### config.mk
export PLATFORM = sky130hd
export DESIGN_NAME = image_gradient
export DESIGN_NICKNAME = d
export VERILOG_FILES = /design/src/source/ig_pkg.sv /design/src/source/image_reader.sv /design/src/source/line_buffer.sv /design/src/source/gradient_unit.sv /design/src/source/image_gradient.sv
export SDC_FILE = /design/constraint.sdc
export NUM_CORES = 2
export LEC_CHECK = 0
export ABC_CLOCK_PERIOD_IN_PS = 16100
export BUFFER_PORTS_ARGS = -buffer_cell sky130_fd_sc_hd__clkbuf_2
export CAP_MARGIN = 20
export CORE_UTILIZATION = 68
export CTS_CLUSTER_SIZE = 14
export DETAILED_ROUTE_END_ITERATION = 7
export GPL_ROUTABILITY_DRIVEN = 0
export HOLD_SLACK_MARGIN = 0.08
export PLACE_DENSITY = 0.85
export REMOVE_ABC_BUFFERS = 1
export SLEW_MARGIN = 20
export SYNTH_ARGS = -nofsm -noshare
export SYNTH_HDL_FRONTEND = slang
export SYNTH_SLANG_ARGS = --single-unit
### constraint.sdc
create_clock -name clk -period 16.1 [get_ports clk]
set_clock_uncertainty 0.2 [all_clocks]
set_input_delay 3.22 -clock clk [delete_from_list [all_inputs] [get_ports clk]]
set_output_delay 3.22 -clock clk [all_outputs]
set_load 0.01 [all_outputs]
### src/source/ig_pkg.sv
`default_nettype none

package ig_pkg;

    // Image geometry. Everything downstream is sized from these.
    localparam int img_w     = 256;
    localparam int img_h     = 256;
    localparam int pix_count = img_w * img_h;

    // Beats needed after the last pixel to push the last two rows out.
    localparam int flush_len = img_w + 1;

    typedef logic [7:0]         pixel_t;     // Unsigned 8-bit pixel.
    typedef logic [15:0]        img_addr_t;  // Raster address, shared by both memories.
    typedef logic signed [9:0]  grad_t;      // Signed pixel difference.

    // Signed view of a gradient word, with Gx in the upper half.
    typedef struct packed {
        grad_t gx;
        grad_t gy;
    } grad_pair_s;

    // A gradient word is stored as a plain 20-bit word but is built and
    // checked as two signed fields.
    typedef union packed {
        logic [19:0] raw;
        grad_pair_s  fields;
    } grad_word_u;

    // One step of the pixel stream.
    typedef struct packed {
        logic   valid;  // A step happens this cycle.
        logic   flush;  // No new pixel in this step.
        pixel_t pixel;  // Zero during flush.
    } pix_beat_s;

endpackage

`default_nettype wire

### src/source/image_reader.sv
`timescale 1ns/1ps
`default_nettype none

module image_reader (
    input  logic              clk,
    input  logic              reset,
    output logic              img_rd,
    output ig_pkg::img_addr_t img_addr,
    input  ig_pkg::pixel_t    img_di,
    output ig_pkg::pix_beat_s beat
);
    import ig_pkg::*;

    logic       rd_done;   // All addresses have been issued.
    logic       rd_q;      // img_di holds a requested pixel this cycle.
    logic       flushing;
    logic [8:0] flush_cnt;

    // Address sequencer. One read per cycle, raster order, once per run.
    always_ff @(posedge clk) begin
        if (reset) begin
            img_rd   <= 1'b0;
            img_addr <= '0;
            rd_done  <= 1'b0;
        end else if (!img_rd && !rd_done) begin
            img_rd <= 1'b1;  // Address 0 goes out first.
        end else if (img_rd) begin
            if (img_addr == img_addr_t'(pix_count - 1)) begin
                img_rd  <= 1'b0;
                rd_done <= 1'b1;
            end else begin
                img_addr <= img_addr + 1'b1;
            end
        end
    end

    // The memory answers one edge after the request.
    always_ff @(posedge clk) begin
        if (reset) begin
            rd_q <= 1'b0;
        end else begin
            rd_q <= img_rd;
        end
    end

    // Flush beats start right behind the last pixel beat. That beat is the
    // only cycle where rd_q is high while img_rd is already low.
    always_ff @(posedge clk) begin
        if (reset) begin
            flushing  <= 1'b0;
            flush_cnt <= '0;
        end else if (rd_q && !img_rd) begin
            flushing  <= 1'b1;
            flush_cnt <= '0;
        end else if (flushing) begin
            if (flush_cnt == 9'(flush_len - 1)) begin
                flushing <= 1'b0;  // Stream is over for good.
            end else begin
                flush_cnt <= flush_cnt + 1'b1;
            end
        end
    end

    always_comb begin
        beat.valid = rd_q || flushing;
        beat.flush = flushing;
        beat.pixel = rd_q ? img_di : '0;
    end

endmodule

`default_nettype wire

### src/source/line_buffer.sv
`timescale 1ns/1ps
`default_nettype none

module line_buffer (
    input  logic              clk,
    input  logic              reset,
    input  ig_pkg::pix_beat_s beat,
    output ig_pkg::pixel_t    row_tap,
    output ig_pkg::pixel_t    row_tap_prev
);
    import ig_pkg::*;

    // One image row. Slot wr_ptr always holds the pixel from img_w beats ago.
    pixel_t mem [img_w];

    logic [$clog2(img_w)-1:0] wr_ptr;
    logic [$clog2(img_w)-1:0] ahead_ptr;
    pixel_t                   wr_data;

    assign ahead_ptr = wr_ptr + 1'b1;
    assign wr_data   = beat.flush ? '0 : beat.pixel;  // Flush keeps the ring turning.

    always_ff @(posedge clk) begin
        if (reset) begin
            wr_ptr <= '0;
        end else if (beat.valid) begin
            wr_ptr <= wr_ptr + 1'b1;
        end
    end

    always_ff @(posedge clk) begin
        if (beat.valid) begin
            mem[wr_ptr] <= wr_data;
        end
    end

    // The slot one ahead is the one the next beat lands on, so reading it now
    // presents the pixel from exactly one row back in step with that beat.
    // It was last written img_w-1 beats ago and is untouched until then.
    always_ff @(posedge clk) begin
        if (beat.valid) begin
            row_tap      <= mem[ahead_ptr];
            row_tap_prev <= row_tap;  // Centre pixel for both difference terms.
        end
    end

endmodule

`default_nettype wire

### src/source/gradient_unit.sv
`timescale 1ns/1ps
`default_nettype none

module gradient_unit (
    input  logic               clk,
    input  logic               reset,
    input  ig_pkg::pix_beat_s  beat,
    input  ig_pkg::pixel_t     row_tap,
    input  ig_pkg::pixel_t     row_tap_prev,
    output logic               grad_wr,
    output ig_pkg::img_addr_t  grad_addr,
    output ig_pkg::grad_word_u grad_do,
    output logic               done
);
    import ig_pkg::*;

    logic [8:0]               lead_cnt;
    logic                     in_window;
    img_addr_t                pos;        // Output position j.
    logic [$clog2(img_w)-1:0] col;
    logic [$clog2(img_h)-1:0] row;
    pixel_t                   prev_pix;   // Pixel below position j.
    grad_t                    gx_diff;
    grad_t                    gy_diff;
    grad_word_u               next_word;
    logic                     step;

    // The first output needs the pixel below it, which is one row plus one
    // beat into the stream.
    assign in_window = (lead_cnt == 9'(img_w + 1));
    assign step      = beat.valid && in_window && !done;

    always_ff @(posedge clk) begin
        if (reset) begin
            lead_cnt <= '0;
        end else if (beat.valid && !in_window) begin
            lead_cnt <= lead_cnt + 1'b1;
        end
    end

    always_ff @(posedge clk) begin
        if (beat.valid) begin
            prev_pix <= beat.pixel;
        end
    end

    // Position, column and row advance together on each productive beat.
    always_ff @(posedge clk) begin
        if (reset) begin
            pos <= '0;
            col <= '0;
            row <= '0;
        end else if (step) begin
            pos <= pos + 1'b1;
            if (col == img_w - 1) begin
                col <= '0;
                row <= row + 1'b1;
            end else begin
                col <= col + 1'b1;
            end
        end
    end

    // Zero-extended operands, so the 10-bit result is the signed difference.
    assign gx_diff = {2'b00, row_tap} - {2'b00, row_tap_prev};
    assign gy_diff = {2'b00, prev_pix} - {2'b00, row_tap_prev};

    always_comb begin
        next_word.fields.gx = (col == img_w - 1) ? '0 : gx_diff;  // No right neighbour.
        next_word.fields.gy = (row == img_h - 1) ? '0 : gy_diff;  // No neighbour below.
    end

    always_ff @(posedge clk) begin
        if (reset) begin
            grad_wr <= 1'b0;
        end else begin
            grad_wr <= step;
        end
    end

    always_ff @(posedge clk) begin
        if (step) begin
            grad_addr <= pos;
            grad_do   <= next_word;
        end
    end

    // Done follows the write of the last position and holds until reset.
    always_ff @(posedge clk) begin
        if (reset) begin
            done <= 1'b0;
        end else if (grad_wr && grad_addr == img_addr_t'(pix_count - 1)) begin
            done <= 1'b1;
        end
    end

endmodule

`default_nettype wire

### src/source/image_gradient.sv
`timescale 1ns/1ps
`default_nettype none

module image_gradient (
    input  logic               clk,
    input  logic               reset,
    output logic               img_rd,
    output ig_pkg::img_addr_t  img_addr,
    input  ig_pkg::pixel_t     img_di,
    output logic               grad_wr,
    output ig_pkg::img_addr_t  grad_addr,
    output ig_pkg::grad_word_u grad_do,
    output logic               done
);
    import ig_pkg::*;

    pix_beat_s beat;          // Pixel stream from the reader.
    pixel_t    row_tap;       // Pixel one row back.
    pixel_t    row_tap_prev;  // Same tap, one beat earlier.

    image_reader u_reader (
        .clk      (clk),
        .reset    (reset),
        .img_rd   (img_rd),
        .img_addr (img_addr),
        .img_di   (img_di),
        .beat     (beat)
    );

    line_buffer u_line_buf (
        .clk          (clk),
        .reset        (reset),
        .beat         (beat),
        .row_tap      (row_tap),
        .row_tap_prev (row_tap_prev)
    );

    gradient_unit u_grad (
        .clk          (clk),
        .reset        (reset),
        .beat         (beat),
        .row_tap      (row_tap),
        .row_tap_prev (row_tap_prev),
        .grad_wr      (grad_wr),
        .grad_addr    (grad_addr),
        .grad_do      (grad_do),
        .done         (done)
    );

endmodule

`default_nettype wire

==> out/summary.md <==
## Power
- 9.3% — Comb pwr share
- 12.3 mW — total chip power
- 132 mW/mm^2 — Pwr Density
- 29.2 nW — standby leakage power
- 0.134 mV — IR drop worst, VDD
- 9.42 mW — Internal Dissipation
- 2.89 mW — Net Switching
- 39.8% — Clk network pwr share
- 50.8% — proportion of power drawn by flip-flops and latches
- 23.5% — switch share

## Floorplan
- 129 — Placement Rows
- 65 — Boundary Pins
- 68.6% — initial cell density of the core
- 355 um — Chip Width
- 0.124 sq mm — core area
- 0.126 sq mm — die area
- 355 um — die height

## Placed design
- 64 — Port-buffer cells
- 112000 um — final HPWL from detailed placement

## Yosys
- 0 — Syn. warnings
- 2106 — number of flops mapped to enable cells by yosys
- 2106 x edfxtp_1, 640 x mux4_2, 352 x nor2_1 — top cell types by occurrence after synthesis
- edfxtp_1 75%, mux4_2 17%, dfxtp_1 1.9% — leading cell types by total area after synthesis
- 76.5% — sequential element share of the synthesized area
- 21.9 sq um — mean post-synth cell area
- edfxtp_1 — most common cell in the netlist
- edfxtp_1 — post-synthesis cell type with the largest combined area
- edfxtp_1 — prevailing post-synth register cell
- 74.6% — share of Yosys cell area claimed by the top area cell type
- 2186 — Synth Register Bits
- 46 — library cells used by synthesis
- 0% — async set or reset register ratio after synthesis
- 0.0848 sq mm — cell area after synthesis
- 3867 — Synth Instances

## Worst setup path
- u_line_buf.wr_ptr[0] — R2R Path Start
- u_line_buf.row_tap[3] — capture instance of the worst register-to-register path
- u_line_buf.row_tap[3] — capture point of the worst path
- 10 — depth of the worst register-to-register path
- u_line_buf.wr_ptr[0] — Crit. Startpoint
- flip-flop to flip-flop — kind of critical path
- 146 — maximum fanout along the worst path
- 7.56 ns — signal arrival time at the worst endpoint
- flip-flop — crit path capture type
- 16.42 ns — data required time at the worst endpoint
- 8.85 ns — R2R Setup Slk
- flip-flop — Startpoint Class

## Drt
- 45200 — DR vias
- 0 — DR DRC count
- 40.9 um — wire length per cell
- 8477 — DRC marker count from the first detailed-route iteration
- 7 — number of optimization iterations in the first detailed-route pass
- 237000 um — final routed wirelength across all metal layers
- 7.80 — detailed-route vias per instance
- 0 — Final ANT Viol Nets

## STA
- 0 — Hold Fails Final Rpt
- 0 — final max-slew violation count
- 0 — number of setup violations in the final report
- 1.31 ns — Slew @ Worst Pin
- 0.138 GHz — highest clock frequency the design can meet
- 0 ns — Post-Route Setup TNS
- 45.0% — share of the clock period used by the worst path
- 7.25 ns — time the worst path needs with I/O delays and setup
- 12.1% — Max-Slew Margin vs Limit
- no — RSZ-0062 raised after global routing

## Clock network
- yes — CTS tree
- 202 — total clock buffers created by CTS
- 0 — cts repair resizes
- 4 — H-Tree Depth
- 2186 — clock tree sinks
- 0 — post-CTS setup buffer count
- 0.86 ns — Clk Latency, worst-skew pair
- 3 — Max Buffers Root-to-Sink
- 0 — count of hold buffers inserted by post-cts repair
- clkbuf_16 — clock root buffer
- 0.07 ns — clock-pin slew on the worst setup and hold paths

## Global route
- 257 — largest net degree at the start of global routing
- 0 — GR Overflow Total
- 37.4% — global-route usage over all layers
- 329000 um — global-route wire length before repair
- 17 — number of antenna violations at the first check in global routing
- 44500 — via count of the first global-routing pass

## Run status
- completed — run status

## Final layout
- 4022 — Net count, final
- 5805 — total of fill cells in the finished design
- 26.0% — fraction of final layout cells with drive strength greater than 1
- 10.3% — growth of design area from synthesis to finish

## Worst hold path
- u_grad.pos[15] — Min-Delay Startpoint
- flip-flop to flip-flop — type of the tightest min-delay check

## Flow run
- 0 — number of maximum-capacitance constraint violations

==> state kept, by name (all words and copies together) (netlist names) <==
register	flops
u_reader.flush_cnt	9
u_reader.flushing	1
u_grad.row	8
u_line_buf.row_tap	8
u_grad.grad_addr	16
u_line_buf.mem	2048
u_grad.pos	16
u_reader.img_rd	1
u_grad.prev_pix	8
u_reader.rd_q	1
u_grad.grad_do	18
u_grad.lead_cnt	9
u_line_buf.row_tap_prev	8
u_reader.rd_done	1
u_reader.img_addr	16
u_grad.grad_wr	1
u_line_buf.wr_ptr	8
u_grad.done	1
u_grad.col	8
==> worst min-delay path by stage <==
stage | endpoint | slack (ns) | depth (start not counted)
3_5_place_dp | u_grad.grad_addr[15] | 0.25 | 0
6_report | u_grad.grad_addr[15] | 0.27 | 0
4_1_cts | u_grad.grad_addr[15] | 0.27 | 0
5_1_grt | u_grad.grad_addr[15] | 0.28 | 0
3_3_place_gp | u_reader.rd_done | 0.24 | 2
2_1_floorplan | u_line_buf.row_tap_prev[0] | 0.23 | 0
==> kinds of logic (layout without fill, tap and decap cells) <==
kind of cell	count (synthesis)	in the layout	share of synthesized area (%)
simple gates	568	568	2.90
buf+inv	241	526	1.33
compound gates	130	130	1.10
flops	2186	2186	76.5
other cells	0	6	0
mux	643	643	17.0
xor+xnor	69	69	0.713
fa+ha+maj	30	30	0.460
==> stage by stage <==
stage               cell area (sq um)  hold WS, ns  util [%]  worst slack (ns)  instances
floorplan                       83800        0.226         -            -19.63       3657
global placement                86800        0.244      70.2              9.47       5406
detailed placement              86800        0.248      70.2              9.15       5406
CTS                             93300        0.268      75.5              9.38       5780
global route                    93600        0.281      75.7              8.87       5790
finish                          93600        0.268      75.7              8.85       5795
==> cell usage in the layout (no fill, tap or decap), types with 42 or more instances in the layout <==
master and instances:
edfxtp_1 2106, mux4_2 640, nor2_1 342, clkbuf_16 204, dfxtp_1 79, nand2_1 67, clkbuf_2 64, clkbuf_1 49
clkinv_1 46, xor2_1 42
==> per-layer routing <==
| layer | global-route usage (%) | wire length [um] | part of all wire [%] |
|---|---|---|---|
| met5 | 0 | 171 | 0.072 |
| met2 | 59.3 | 115000 | 49 |
| met4 | 19.2 | 15900 | 6.7 |
| met3 | 8.72 | 31100 | 13 |
| met1 | 49.6 | 74800 | 32 |
==> layout make-up <==
cell class | count | area, sq um | share of cell area (%)
timing repair buffer | 121 | 1010 | 1.08
antenna | 6 | 15.0 | 0.0160
clock buffer | 262 | 5410 | 5.78
sequential | 2186 | 64800 | 69.3
inverter | 31 | 116 | 0.124
multi-input combinational | 1440 | 19000 | 20.3
clock inverter | 112 | 1090 | 1.16
tap | 1637 | 2050 | 2.19
==> worst max-delay path: stages, from the launching register on <==
cell and delay (ns):
dfxtp_4 0.91, inv_1 0.38, ha_4 0.86, buf_12 0.75
buf_4 0.89, mux4_2 0.44, mux4_2 0.48, a22oi_1 0.37
nand2_1 0.22, a22oi_1 0.78, o221ai_1 0.34
==> power groups by stage <==
stage	clock, mW	combinational (mW)	sequential, mW
floorplan	0	1.41	6.46
global placement	0	1.03	6.38
detailed placement	0	1.06	6.38
CTS	4.86	1.11	6.26
global route	5.07	1.18	6.25
finish	4.91	1.15	6.26
No activity file was read; power rests on OpenSTA's default activity.
